### src/logic/dac_cfg_pkg.sv
`default_nettype none

package dac_cfg_pkg;

    // input sample and coefficient widths
    localparam int SAMPLE_W = 10;
    localparam int COE_W    = 10;

    // matrix limits
    localparam int MAX_COLS = 64;
    localparam int MAX_ROWS = 8;
    localparam int COL_W    = 6;
    localparam int ROW_W    = 3;

    // 64 products of 20 bits each fit without overflow
    localparam int ACC_W    = 26;
    localparam int DIV_W    = 5;

    localparam int DAC_W    = 10;
    localparam int DAC_MAX  = 1023;

    typedef struct packed {
        logic [ROW_W-1:0] row;
        logic [DAC_W-1:0] sample;
    } dac_result_t;

    typedef enum logic [1:0] {
        idle,
        accumulate,
        drain,
        divide_wait
    } engine_state_t;

endpackage

`default_nettype wire

### src/logic/dac_bus_pkg.sv
`default_nettype none

package dac_bus_pkg;

    typedef struct packed {
        logic        psel;
        logic        penable;
        logic        pwrite;
        logic [15:0] paddr;
        logic [31:0] pwdata;
    } apb_req_t;

    // region field in paddr[15:14], region 3 is unmapped
    localparam logic [1:0] REGION_CFG = 2'd0;
    localparam logic [1:0] REGION_VEC = 2'd1;
    localparam logic [1:0] REGION_COE = 2'd2;

    // config register index
    localparam logic [1:0] CFG_ROWS = 2'd0;
    localparam logic [1:0] CFG_COLS = 2'd1;
    localparam logic [1:0] CFG_DIV  = 2'd2;

    typedef struct packed {
        logic [1:0]  region;
        logic [11:0] rsvd;
        logic [1:0]  index;
    } cfg_addr_t;

    typedef struct packed {
        logic [1:0] region;
        logic [7:0] rsvd;
        logic [5:0] col;
    } vec_addr_t;

    typedef struct packed {
        logic [1:0] region;
        logic [4:0] rsvd;
        logic [2:0] row;
        logic [5:0] col;
    } coe_addr_t;

    typedef union packed {
        cfg_addr_t cfg;
        vec_addr_t vec;
        coe_addr_t coe;
    } apb_addr_u;

endpackage

`default_nettype wire

### src/logic/apb_loader.sv
`default_nettype none

module apb_loader
    import dac_cfg_pkg::*;
    import dac_bus_pkg::*;
(
    input  logic                   clk_250MHz,
    input  logic                   rst,
    input  apb_req_t               apb,
    input  logic                   engine_idle,
    output logic [31:0]            prdata,
    output logic                   pready,
    output logic                   pslverr,
    output logic                   vec_wen,
    output logic [COL_W-1:0]       vec_waddr,
    output logic [SAMPLE_W-1:0]    vec_wdat,
    output logic                   coe_wen,
    output logic [ROW_W+COL_W-1:0] coe_waddr,
    output logic [COE_W-1:0]       coe_wdat,
    output logic [ROW_W:0]         num_rows,
    output logic [COL_W:0]         num_cols,
    output logic [DIV_W-1:0]       divisor
);

    apb_addr_u  addr;
    logic [1:0] region;
    logic       bad_addr;
    logic       wr;

    assign addr     = apb.paddr;
    assign region   = addr.cfg.region;
    assign bad_addr = (region == 2'd3) || (region == REGION_CFG && addr.cfg.index == 2'd3);

    // access phase stretched until the engine is idle
    assign pready  = apb.psel && apb.penable && engine_idle;
    assign pslverr = pready && bad_addr;
    assign wr      = pready && apb.pwrite && !bad_addr;

    assign vec_wen   = wr && (region == REGION_VEC);
    assign vec_waddr = addr.vec.col;
    assign vec_wdat  = apb.pwdata[SAMPLE_W-1:0];

    // row-major coefficient layout
    assign coe_wen   = wr && (region == REGION_COE);
    assign coe_waddr = {addr.coe.row, addr.coe.col};
    assign coe_wdat  = apb.pwdata[COE_W-1:0];

    always_comb begin
        prdata = '0;
        if (region == REGION_CFG) begin
            case (addr.cfg.index)
                CFG_ROWS: prdata = 32'(num_rows);
                CFG_COLS: prdata = 32'(num_cols);
                CFG_DIV:  prdata = 32'(divisor);
                default:  prdata = '0;
            endcase
        end
    end

    always_ff @(posedge clk_250MHz) begin
        if (rst) begin
            num_rows <= {{ROW_W{1'b0}}, 1'b1};
            num_cols <= {{COL_W{1'b0}}, 1'b1};
            divisor  <= {{(DIV_W-1){1'b0}}, 1'b1};
        end else if (wr && region == REGION_CFG) begin
            case (addr.cfg.index)
                CFG_ROWS: num_rows <= apb.pwdata[ROW_W:0];
                CFG_COLS: num_cols <= apb.pwdata[COL_W:0];
                CFG_DIV:  divisor  <= apb.pwdata[DIV_W-1:0];
                default:  ;
            endcase
        end
    end

endmodule

`default_nettype wire

### config.mk
export PLATFORM = sky130hd
export DESIGN_NAME = apb_loader
export DESIGN_NICKNAME = d
export VERILOG_FILES = /design/src/logic/dac_cfg_pkg.sv /design/src/logic/dac_bus_pkg.sv /design/src/logic/apb_loader.sv
export SDC_FILE = /design/constraint.sdc
export NUM_CORES = 1
export LEC_CHECK = 0
export BUFFER_PORTS_ARGS = -buffer_cell sky130_fd_sc_hd__clkbuf_2
export CAP_MARGIN = 10
export CORE_MARGIN = 1.5
export CORE_UTILIZATION = 32
export CTS_BUF_LIST = sky130_fd_sc_hd__clkbuf_8 sky130_fd_sc_hd__clkbuf_16
export DETAILED_ROUTE_END_ITERATION = 7
export PLACE_DENSITY = 0.8
export SLEW_MARGIN = 20
export SYNTH_ARGS = -nofsm -noshare
export SYNTH_HDL_FRONTEND = slang
export SYNTH_SLANG_ARGS = --single-unit
### constraint.sdc
create_clock -name clk_250MHz -period 1.2 [get_ports clk_250MHz]
set_input_delay 0.18 -clock clk_250MHz [delete_from_list [all_inputs] [get_ports clk_250MHz]]
set_output_delay 0.18 -clock clk_250MHz [all_outputs]
set_load 0.05 [all_outputs]
==> results of run 1 <==
worst min-delay path by stage:
stage            start           end  slack, ns  cells after the start
2_1_floorplan   apb[4]   num_cols[4]       0.35                      2
3_3_place_gp   apb[38]  coe_waddr[6]       0.36                      0
3_5_place_dp   apb[38]  coe_waddr[6]       0.36                      0
4_1_cts         apb[4]   num_cols[4]       0.23                      3
5_1_grt         apb[4]   num_cols[4]       0.23                      3
6_report        apb[4]   num_cols[4]       0.23                      3
critical path, cell delays in order, from the launching register on:
cell and delay (ns):
dfxtp_4 0.35, mux2i_2 0.17, a2bb2oi_2 0.20, nor2_4 0.05
buf_12 0.14
registers in the layout, indices dropped and copies added (netlist names):
name      flops
num_cols      7
num_rows      4
divisor       5
per-layer routing:
layer / wire length [um] / track usage
met2: 1390 / 0.207
met3: 233 / 0.0230
met1: 1200 / 0.144
met4: 64 / 0.0775
met5: 0 / 0
logic make-up (layout without fill, tap and decap cells):
kind of cell | after synthesis | in the layout | synth area share
muxes | 18 | 18 | 0.132
AOI/OAI and AO/OA | 8 | 8 | 0.0402
buffers and inverters | 67 | 84 | 0.360
other | 1 | 25 | 0.00274
and+or+nand+nor | 48 | 48 | 0.231
DFF | 16 | 16 | 0.234
timing repair:
action | 4_1_cts | 5_1_grt
endpoints found under the setup margin | 9 | 10
pin swaps | 8 | 6
resized for setup | 26 | 11
setup buffers | 8 | 2
hold endpoints to repair | 0 | 0
layout make-up:
| cell class | count | share of cell area |
|---|---|---|
| flip-flops and latches | 16 | 0.191 |
| clock inverters | 1 | 0.00204 |
| multi-input cells | 99 | 0.408 |
| well taps | 50 | 0.0340 |
| clock buffers | 3 | 0.0225 |
| repair buffers | 80 | 0.342 |
cells in the final DEF, fill, tap and decap left out:
cell       Yosys  routed
clkbuf_2       0      47
nor4b_1        1       1
dfxtp_1       16       3
buf_12         0       6
a2bb2oi_2      0       4
and2_2         0       1
nand3b_1       1       1
and2_1         5       2
mux2i_1       18      16
o21ai_1        0       1
nor2_1         8       4
nand2_1        4       3
nor4_4         1       1
conb_1         1      25
mux2i_2        0       2
nand4_1        1       1
and4_1         1       1
nor3b_2        0       2
nand2_2        1       2
dfxtp_4        0       6
a21oi_4        0       1
nor2_4         0       4
clkbuf_4       0       3
o21ai_0        3       2
clkbuf_16      0       1
buf_6          1       1
clkinv_1       0       1
nand4b_1       2       2
buf_4         62      15
and2_4         0       2
dfxtp_2        0       7
nor2b_4        0       1
nand2b_1      17      17
or2_4          0       1
and3_2         0       1
buf_8          0       5
nor4b_4        1       1
clkbuf_8       0       5
power by group through the flow:
stage          clock, mW  combinational, mW  sequential (mW)
6_report           0.416              0.535            0.520
5_1_grt            0.452              0.564            0.520
4_1_cts            0.432              0.528            0.520
3_5_place_dp           0              0.491            0.532
3_3_place_gp           0              0.490            0.532
2_1_floorplan          0              0.644            0.536
==> results, run 1 <==
- A synthesized cell averages just under 9 sq um.
- After synthesis, the cell types taking the most area are buf_4 (34%), dfxtp_1 (23%), mux2i_1 (13%).
- After detailed routing, the number of remaining DRC violations is 0.
- Once layout is done, the placed cells without fillers occupy 1840 sq um.
- The source of the critical timing path is num_rows[0].
- Of the cells placed in the final design, the portion with a size suffix greater than 1 is 0.598.
- Across every metal layer, demand over resource in global routing totals 0.124.
- The type of element launching the critical path is a register.
- Excluding fillers, the count of instances in the completed layout stands at approximately 250.
- Cell internal power was estimated by the tool at slightly below 900 uW.
- The buffer type at the clock tree root is clkbuf_8.
- The area growth from synthesis to layout is 34.3%.
- The total overflow left after global routing is 0.
- The worst hold path belongs to the class in2reg.
- After synthesis the cells add up to about 1400 sq um.
- The clock net in this run drives a total of 16 sinks.
- The largest buffer count on any clock path is 2.
- The deepest level of the CTS H-tree is 1.
- The highest clock frequency the design can meet is ~750 MHz.
- Wires add up to 2890 um.
- The floorplan has 23 rows.
- The share of total power dissipated in combinational logic is 0.364.
- The share of synthesized area in the top cell type comes to 0.340.
- At the worst endpoint, the required time is 1.02 ns.
- The setup-violating endpoint count in the final report is 5.
- The class of the most critical setup path is reg2out.
- After legalization and detailed placement, the total HPWL measured between 2000 and 2500 um.
- The post-detailed-route count of antenna-violating nets is 0.
- After clock tree synthesis, the clock-pin slew on the worst setup and hold paths is about 0.06 ns.
- Entering global routing, the biggest net connects 24 pins.
- The internal reg-to-reg setup slack is approximately 0.45 ns.
- The number of pins exceeding their max-slew limit in the final report came to 0.
- The share of total power dissipated in the clock network is 0.283.
- The floorplan step defined a die boundary enclosing approximately 4700 sq um.
- The portion of the post-synthesis area used by sequential elements is 0.234.
- Following the worst setup path forward leads to its endpoint at prdata[0].
- The data arrival time of the worst path is approximately 1.2 ns.
- Dividing total power by cell area gives a power density of 800 nW/um^2.
- The number of hold-repair buffers added at the cts stage is 0.
- Synthesis produced ~160 cells.
- For this run, the post-layout net count is 254.
- The initial antenna violation count is 0.
- Yosys instantiated no cell more often than buf_4.
- Counting cells, the worst reg-to-reg path comes to 3.
- For this run, asynchronously set or reset flops after synthesis account for 0.
- The worst hold slack is ~0.23 ns.
- The minimum period implied by the final worst setup slack is between 1 and 1.5 ns.
- Once placement finished, the instance area stood at 1570 sq um.
- For this run, the number of Yosys warnings is 0.
- Adding up every negative setup slack in the final design gives -0.505 ns.
- Prior to clock tree synthesis, the placed netlist has a worst setup slack of -0.244 ns.
- The count of boundary I/O pins is 141.
- The detailed router's first-iteration violation count is 37.
- For this configuration, the core starts out at a cell density of 0.337.
- The flow ran to the end, but the final reports show violations.
- The checks that failed: setup timing.
- Of the total power, registers draw 0.354.
- The number of synthesized register bits is 16.
- In the final layout, flip-flops and latches occupy ~350 sq um.
- Between clock sinks in the finished design, the worst skew comes to 0 ns.
- The clock tree from TritonCTS is yes.
- The via count of the first global-routing pass is about 900.
- The dominant register cell in the synthesized netlist is dfxtp_1.
- The first detailed-routing pass took 4 iterations.
- The total area of multi-input combinational cells is 749 sq um.
- Counting the buffers created by CTS gives 3.
- Along the worst path, the maximum fanout reaches 2.
- The capture instance of the worst register-to-register path is num_rows[0].
- For the worst-skew pair, the clock arrives at the later sink with an insertion delay of ~0.26 ns.
- The utilization after layout is 0.453.
- In this run the standard cell core region covers 4060 sq um.
- The distinct cell type count after synthesis is 26.
- 0 antenna diodes ended up in the layout.
- The die is just under 70 um wide.
- Dividing the detail-routed wire length by the instance count gives approximately 12 um.
- In this run, placement finished with an instance count of between 200 and 250.
- The first global-routing pass estimated between 4000 and 5000 um of wire.
- The tool flagged a number of max-cap violations equal to 0.
- The worst register-to-register path begins at num_rows[0].
- After filler insertion, the fill cell instance count of the layout stands at 384.
- The worst vdd rail ir drop is slightly below 300 uV.
- Yosys mapped a number of flops with a built-in enable equal to 0.
- Dividing the detail-routed via count by the number of cells gives ~4.3.
- By count the netlist is led by buf_4 (62), mux2i_1 (18), nand2b_1 (17), dfxtp_1 (16), nor2_1 (8).
- The global placer's final weighted congestion is 0.787.
- The net switching power figure is between 500 and 600 uW.
- The worst path setup slack after routing is -0.139 ns.
- Across all layers, the routed design uses about 1100 vias.
- The count of endpoints failing hold in the final timing report was 0.
- The die is roughly 70 um tall.
- The net switching share of the total power is 0.403.
- The leakage power summed over all cells is about 0.87 nW.
- During placement, the flow inserted port buffers numbering between 60 and 70.
- Overall power consumption after layout is estimated at roughly 1.5 mW.
- The cell accounting for the most synthesized area is buf_4.
- The period utilization is 1.12.
- The worst setup path is captured at an output port.
- Setup repair after global routing could not meet its margin everywhere.
Note: power is estimated with default switching activity, not from simulation.
==> run 2, diff against run 1 <==
- CORE_UTILIZATION: 32 -> 36
- PLACE_DENSITY: 0.8 -> 0.85
- clock period: 1.2 -> 1.45 ns (I/O delays scaled with it)
==> run 2 against run 1 <==
- critical endpoint is now prdata[3]
- wire length shrank 4.4%
- cell count shrank 4.8%
- the flow now finishes without violations
- sequential power shrank 15%
- power shrank 15%
- clock power shrank 4.8%
==> results, run 2 (synthesis gave the netlist of run 1 again) <==
- The maximum number of pins on one net before global-route repair is 24 (unchanged).
- Traced cell by cell, the critical path runs through clkbuf_2 > or2_1 > buf_4 > nor2_4 > buf_12.
- The estimated wirelength of the detail-placed design is 2230 um (+2.5%).
- The wire length after detailed routing was 2760 um (-4.4%).
- The clock skew is 0 ns (unchanged).
- STA classifies the critical path endpoint as an output port.
- The final total negative setup slack is 0 ns (+0.505 ns).
- The post-detailed-route count of antenna-violating nets was 0 (unchanged).
- The per-cell via count in the routed design came to 4.38 (+1.9%).
- The leakage power summed over all cells was 0.782 nW (-9.7%).
- The share of layout cells above drive strength 1 is 0.481 (-0.117).
- The highest clock frequency the design can meet is ~700 MHz.
- The number of filler instances in the final layout came to 371 (-3.4%).
- The total area of multi-input combinational cells is 714 sq um (-4.7%).
- The largest buffer count on any clock path came to 2 (unchanged).
- The area occupied by registers is 325 sq um (-7.5%).
- The number of max-capacitance violations reported is 0 (unchanged).
- The die span in x is 64.7 um (-5.5%).
- The path class of the tightest hold or removal check is in2reg.
- Compared with the post-synthesis result, the final layout area differs by 18.2%.
- The net count of the finished layout is 244 (-3.9%).
- The count of boundary I/O pins is 141 (unchanged).
- The detailed router's first-iteration violation count is 12 (-68%).
- The global placer's final weighted congestion is 0.742 (-5.7%).
- The initial standard-cell utilization of the core is 0.374 (+0.0365).
- The overall overflow remaining after global route is 0 (unchanged).
- The via count of the first global-routing pass is 997 (+10%).
- The highest cell delay on the worst timing path is 0.30 ns (-0.05 ns).
- The antenna diode count is 0 (unchanged).
- The total core area is 3660 sq um (-9.8%).
- The flow ran to the end, and the final reports show no timing, DRC or antenna violations.
- The detailed-route DRC error count came to 0 (unchanged).
- The library cell used most frequently in the layout, excluding fill and tap cells, is clkbuf_2.
- Setup repair after global routing left no endpoint under its margin.
- The utilization after layout is 0.442 (-0.0111).
- The setup-violating endpoint count in the final report came to 0 (-5).
- The type of element launching the critical path is an input port.
- The clock sink total is 16 (unchanged).
- The average wire length per cell after detail routing is 11.6 um (+0.40%).
- The total power divided by cell area was 773 nW/um^2 (-3.5%).
- The overall via count from detail_route is 1039 (-3.0%).
- The TritonCTS buffer count is 3 (unchanged).
- The required time at the endpoint of the critical path was 1.23 ns (+0.21 ns).
- The deepest level of the CTS H-tree is 1 (unchanged).
- The site row count came to 22 (-4.3%).
- The cell family contributing the most delay on the critical path is buffers and inverters.
- The count of buffers from port buffering came to 61 (unchanged).
- The initial antenna violation count is 0 (unchanged).
- The combined buffer and inverter count along the critical path is 3 (+2).
- The global-route total usage across every layer is 0.136 (+0.0124).
- The clock tree from TritonCTS is yes.
- The first-pass detailed-route iteration total is 4 (unchanged).
- The largest registers in the layout are num_cols: 7 flops, divisor: 5 flops, num_rows: 4 flops.
- Of the available clock period, the critical path in the final layout requires 0.957.
- The wire length of the first global-routing pass was 4380 um (+7.1%).
- In the layout the commonest cells are clkbuf_2 (55), conb_1 (25), mux2i_1 (18).
- The number of pins exceeding their max-slew limit in the final report is 0 (unchanged).
- The minimum period implied by the final worst setup slack is around 1.4 ns.
- The worst vdd rail ir drop is 471 uV (+58%).
- The data arrival time of the worst path came to 1.17 ns (about the same).
- The worst-skew pair later-pin latency is 0.25 ns (about the same).
- The clock-pin slew on the worst setup and hold paths is 0.06 ns (about the same).
- The cell type of the slowest stage on the worst timing path is or2_1.
- The register bank with the most flops is num_cols.
- The count of endpoints failing hold in the final timing report was 0 (unchanged).
- The buffer type at the clock tree root is clkbuf_8.
- The worst setup path is of the in2out kind.
- The overall die area is 4180 sq um (-11%).
- The die extent in y came to 64.7 um (-5.5%).
- The worst hold slack is 0.272 ns (+0.0449 ns).
- The largest driver fanout on the critical path is 6 (+4).
- The number of flip-flops in the largest register came to 7 (unchanged).
-- run 2: metrics by stage --
| stage | power (mW) | instance area, sq um | setup WS, ns | std cells |
|---|---|---|---|---|
| 4_1_cts | 1.26 | 1610 | 0.00655 | 237 |
| 3_5_place_dp | 0.857 | 1530 | -0.0375 | 232 |
| 5_1_grt | 1.30 | 1620 | 0.000737 | 237 |
| 2_1_floorplan | 0.986 | 1510 | -0.370 | 182 |
| 3_3_place_gp | 0.853 | 1530 | -0.0197 | 232 |
| 6_report | 1.25 | 1620 | 0.0619 | 237 |
-- run 2: final timing paths --
kind              depth (start not counted)         from  slack (ns)          end
setup reg to reg                          2   divisor[2]        0.78   divisor[2]
setup / recovery                          5      apb[47]        0.06    prdata[3]
hold reg to reg                           2  num_rows[1]        0.49  num_rows[1]
hold / removal                            3       apb[5]        0.27  num_cols[5]
-- run 2: area by class of cell --
cell class,count,area share
multi-input combinational,99,0.442
timing repair buffer,70,0.286
sequential,16,0.201
tap,48,0.0371
clock buffer,4,0.0340
-- run 2: timing repair --
item,4_1_cts,5_1_grt
setup endpoints to repair,7,2
setup buffers,1,0
hold buffers,0,0
pin swaps,1,0
gates resized for setup,5,3
-- run 2: worst register-to-register path, cell delays in order, from the launching register on --
cell      delay [ns]
dfxtp_1         0.37
nand2b_1        0.09
mux2i_1         0.14
-- run 2: power by group --
| group | switching [mW] | internal [mW] | leakage, nW | total, mW |
|---|---|---|---|---|
| Sequential | 0.000822 | 0.440 | 0.130 | 0.441 |
| Clock | 0.155 | 0.241 | 0.0288 | 0.396 |
| Combinational | 0.328 | 0.0846 | 0.624 | 0.413 |
| Total | 0.484 | 0.766 | 0.782 | 1.25 |
-- run 2: routing by layer --
metal  share of wire  routed length [um]  GRT usage  up-vias
met1            0.42                1170      0.158      464
met2            0.48                1330      0.232       63
met3           0.067                 185     0.0278       12
li1                -                   -          -      500
met4           0.025                  68     0.0771        0
met5               0                   0          0        -
==> run 3, diff against run 2 <==
- MAX_ROUTING_LAYER: unset -> met4
==> run 3 against run 2 <==
- power unchanged
- sequential power is essentially flat
- die area unchanged
- highest routed layer unchanged
- wire length unchanged
- via count unchanged
- cell count unchanged
- largest power group unchanged
==> results, run 3 (synthesis gave the netlist of run 1 again) <==
- The per-cell via count in the routed design is 4.38 (unchanged).
- The total power divided by cell area is 773 nW/um^2 (unchanged).
- The highest clock frequency the design can meet is 720 MHz (about the same).
- The total internal power came to 766 uW (unchanged).
- The depth of the worst register-to-register path is 2 (unchanged).
- The net switching share of the total power came to 0.387 (about the same).
- The internal reg-to-reg setup slack is 0.78 ns (about the same).
- The cell sitting at the root of the clock tree is a clkbuf_8.
- The worst-skew pair later-pin latency is 0.25 ns (about the same).
- The detailed-route DRC error count is 0 (unchanged).
- The overall die area was 4180 sq um (unchanged).
- The clock skew is 0 ns (unchanged).
- Leaving out fill and tap cells, the most frequent cell in the layout is clkbuf_2.
- The average wire length per cell after detail routing was 11.6 um (unchanged).
- The terminating pin of the worst hold path is num_cols[5].
- STA classifies the critical path endpoint as an output port.
- The clock share of power came to 0.317 (about the same).
- The wire length after detailed routing was 2760 um (unchanged).
- The site row count came to 22 (unchanged).
- The detailed router's first-iteration violation count came to 12 (unchanged).
- The kind of cell with the highest combined delay on the critical path is buffers and inverters.
- The critical path goes through clkbuf_2 > or2_1 > buf_4 > nor2_4 > buf_12.
- The die extent in y is 64.7 um (unchanged).
- The capture instance of the worst register-to-register path is divisor[2].
- The count of endpoints failing hold in the final timing report is 0 (unchanged).
- The final total negative setup slack is 0 ns (unchanged).
- The start point of the worst hold path is apb[5].
- The number of max-capacitance violations reported is 0 (unchanged).
- The via count of the first global-routing pass is 997 (unchanged).
- The setup-violating endpoint count in the final report is 0 (unchanged).
- The overall overflow remaining after global route came to 0 (unchanged).
- The worst hold slack is 0.272 ns (+0.00000400 ns).
- The highest cell delay on the worst timing path came to 0.30 ns (about the same).
- The synthesis-to-layout area growth is 18.2% (unchanged).
- The data arrival time of the worst path was 1.17 ns (about the same).
- The register bank with the most flops is num_cols.
- The utilization after layout came to 0.442 (unchanged).
- The worst hold path depth is 3 (unchanged).
- The type of element launching the critical path is an input port.
- The wire length of the first global-routing pass is 4380 um (unchanged).
- The worst path setup slack after routing came to 0.0609 ns (-0.00102 ns).
- The post-detailed-route count of antenna-violating nets is 0 (unchanged).
- The share of layout cells above drive strength 1 is 0.481 (unchanged).
- The startpoint of the most critical register-to-register path is divisor[2].
- The TritonCTS buffer count was 3 (unchanged).
- The pre-CTS worst setup slack is -0.0375 ns (unchanged).
- In this run the worst hold path is classified as in2reg.
- The number of pins exceeding their max-slew limit in the final report is 0 (unchanged).
- The global placer's final weighted congestion is 0.751 (+1.2%).
- The initial standard-cell utilization of the core is 0.374 (unchanged).
- The antenna diode count is 0 (unchanged).
- Setup repair after global routing left no endpoint under its margin.
- The minimum period implied by the final worst setup slack was 1.39 ns (+0.00102 ns).
- The combined buffer and inverter count along the critical path was 3 (unchanged).
- The period utilization is 0.958 (about the same).
- The estimated wirelength of the detail-placed design is 2230 um (unchanged).
- The maximum number of pins on one net before global-route repair is 24 (unchanged).
- The net switching power figure is 484 uW (about the same).
- The deepest level of the CTS H-tree came to 1 (unchanged).
- The number of standard cells in the layout, taps in and fillers out is 237 (unchanged).
- The largest buffer count on any clock path is 2 (unchanged).
- The number of flip-flops in the largest register was 7 (unchanged).
- The sequential share of power was 0.353 (about the same).
- The largest driver fanout on the critical path was 6 (unchanged).
- The clock-pin slew on the worst setup and hold paths came to 0.06 ns (about the same).
- The worst vdd rail ir drop is 471 uV (about the same).
- The initial antenna violation count is 0 (unchanged).
- The clock sink total is 16 (unchanged).
- The largest individual stage delay along the critical path comes from the cell or2_1.
- The required time at the endpoint of the critical path is 1.23 ns (about the same).
- The count of buffers from port buffering is 61 (unchanged).
- The library cells used most frequently in the layout, excluding fill and tap cells, are clkbuf_2 (55), conb_1 (25), mux2i_1 (18).
- The critical path is of the in2out type.
- The largest registers in the layout are num_cols: 7 flops, divisor: 5 flops, num_rows: 4 flops.
- The number of placed cells counting well taps is 232 (unchanged).
- The overall via count from detail_route came to 1039 (unchanged).
- The flow ran to the end, and the final reports show no timing, DRC or antenna violations.
- The clock tree from TritonCTS is yes.
- The die span in x was 64.7 um (unchanged).
- The leakage power summed over all cells is 0.782 nW (unchanged).
- The count of boundary I/O pins is 141 (unchanged).
- The proportion of power drawn by combinational gates came to 0.330 (about the same).
- The total core area was 3660 sq um (unchanged).
- The net count of the finished layout was 244 (unchanged).
- The global-route total usage across every layer is 0.140 (+0.00367).
- The number of hold-repair buffers added at the cts stage was 0 (unchanged).
- The first-pass detailed-route iteration total is 4 (unchanged).
run 3: cell counts in the layout (fill, tap and decap cells not counted):
Identical to the previous run, type by type.
run 3: per-layer routing:
metal,routed length (um),GRT usage,vias up
li1,-,-,500
met1,1170,0.159,464
met2,1330,0.232,63
met4,68,0.0771,0
met5,0,-,-
met3,183,0.0260,12
run 3: how the worst max path moves through the flow:
stage	to	slack, ns	cells past startpoint	startpoint
CTS	pslverr	0.007	5	apb[47]
floorplan	vec_wen	-0.37	2	apb[48]
global placement	prdata[5]	-0.02	4	apb[33]
global route	prdata[1]	0.0007	6	apb[32]
detailed placement	pslverr	-0.04	5	apb[47]
finish	prdata[3]	0.06	5	apb[47]
run 3: power groups by stage:
stage	Clock, mW	Sequential (mW)	Combinational [mW]
after detailed placement	0	0.451	0.406
after global routing	0.430	0.441	0.432
final	0.396	0.441	0.413
after floorplan	0	0.454	0.531
after global placement	0	0.451	0.402
after CTS	0.404	0.441	0.413
run 3: worst register-to-register path, stage by stage (launching register included):
cell and delay [ns]:
dfxtp_1 0.37, nand2b_1 0.09, mux2i_1 0.14
run 3: through the flow:
| stage | instance area (sq um) | total power [mW] |
|---|---|---|
| after floorplan | 1510 | 0.986 |
| after global placement | 1530 | 0.853 |
| after detailed placement | 1530 | 0.857 |
| after CTS | 1610 | 1.26 |
| after global routing | 1620 | 1.30 |
| final | 1620 | 1.25 |
run 3: repair_timing:
action / in CTS / in global routing
gates resized for setup: 5 / 3
hold endpoints to repair: 0 / 0
endpoints found under the setup margin: 7 / 2
setup buffers: 1 / 0
pin swaps: 1 / 0
run 3: final cells by class:
| cell class | instances | area [sq um] |
|---|---|---|
| clock buffer | 4 | 55.1 |
| fill | 371 | 2040 |
| multi-input combinational | 99 | 714 |
| sequential | 16 | 325 |
| tap | 48 | 60.1 |
| timing repair buffer | 70 | 463 |
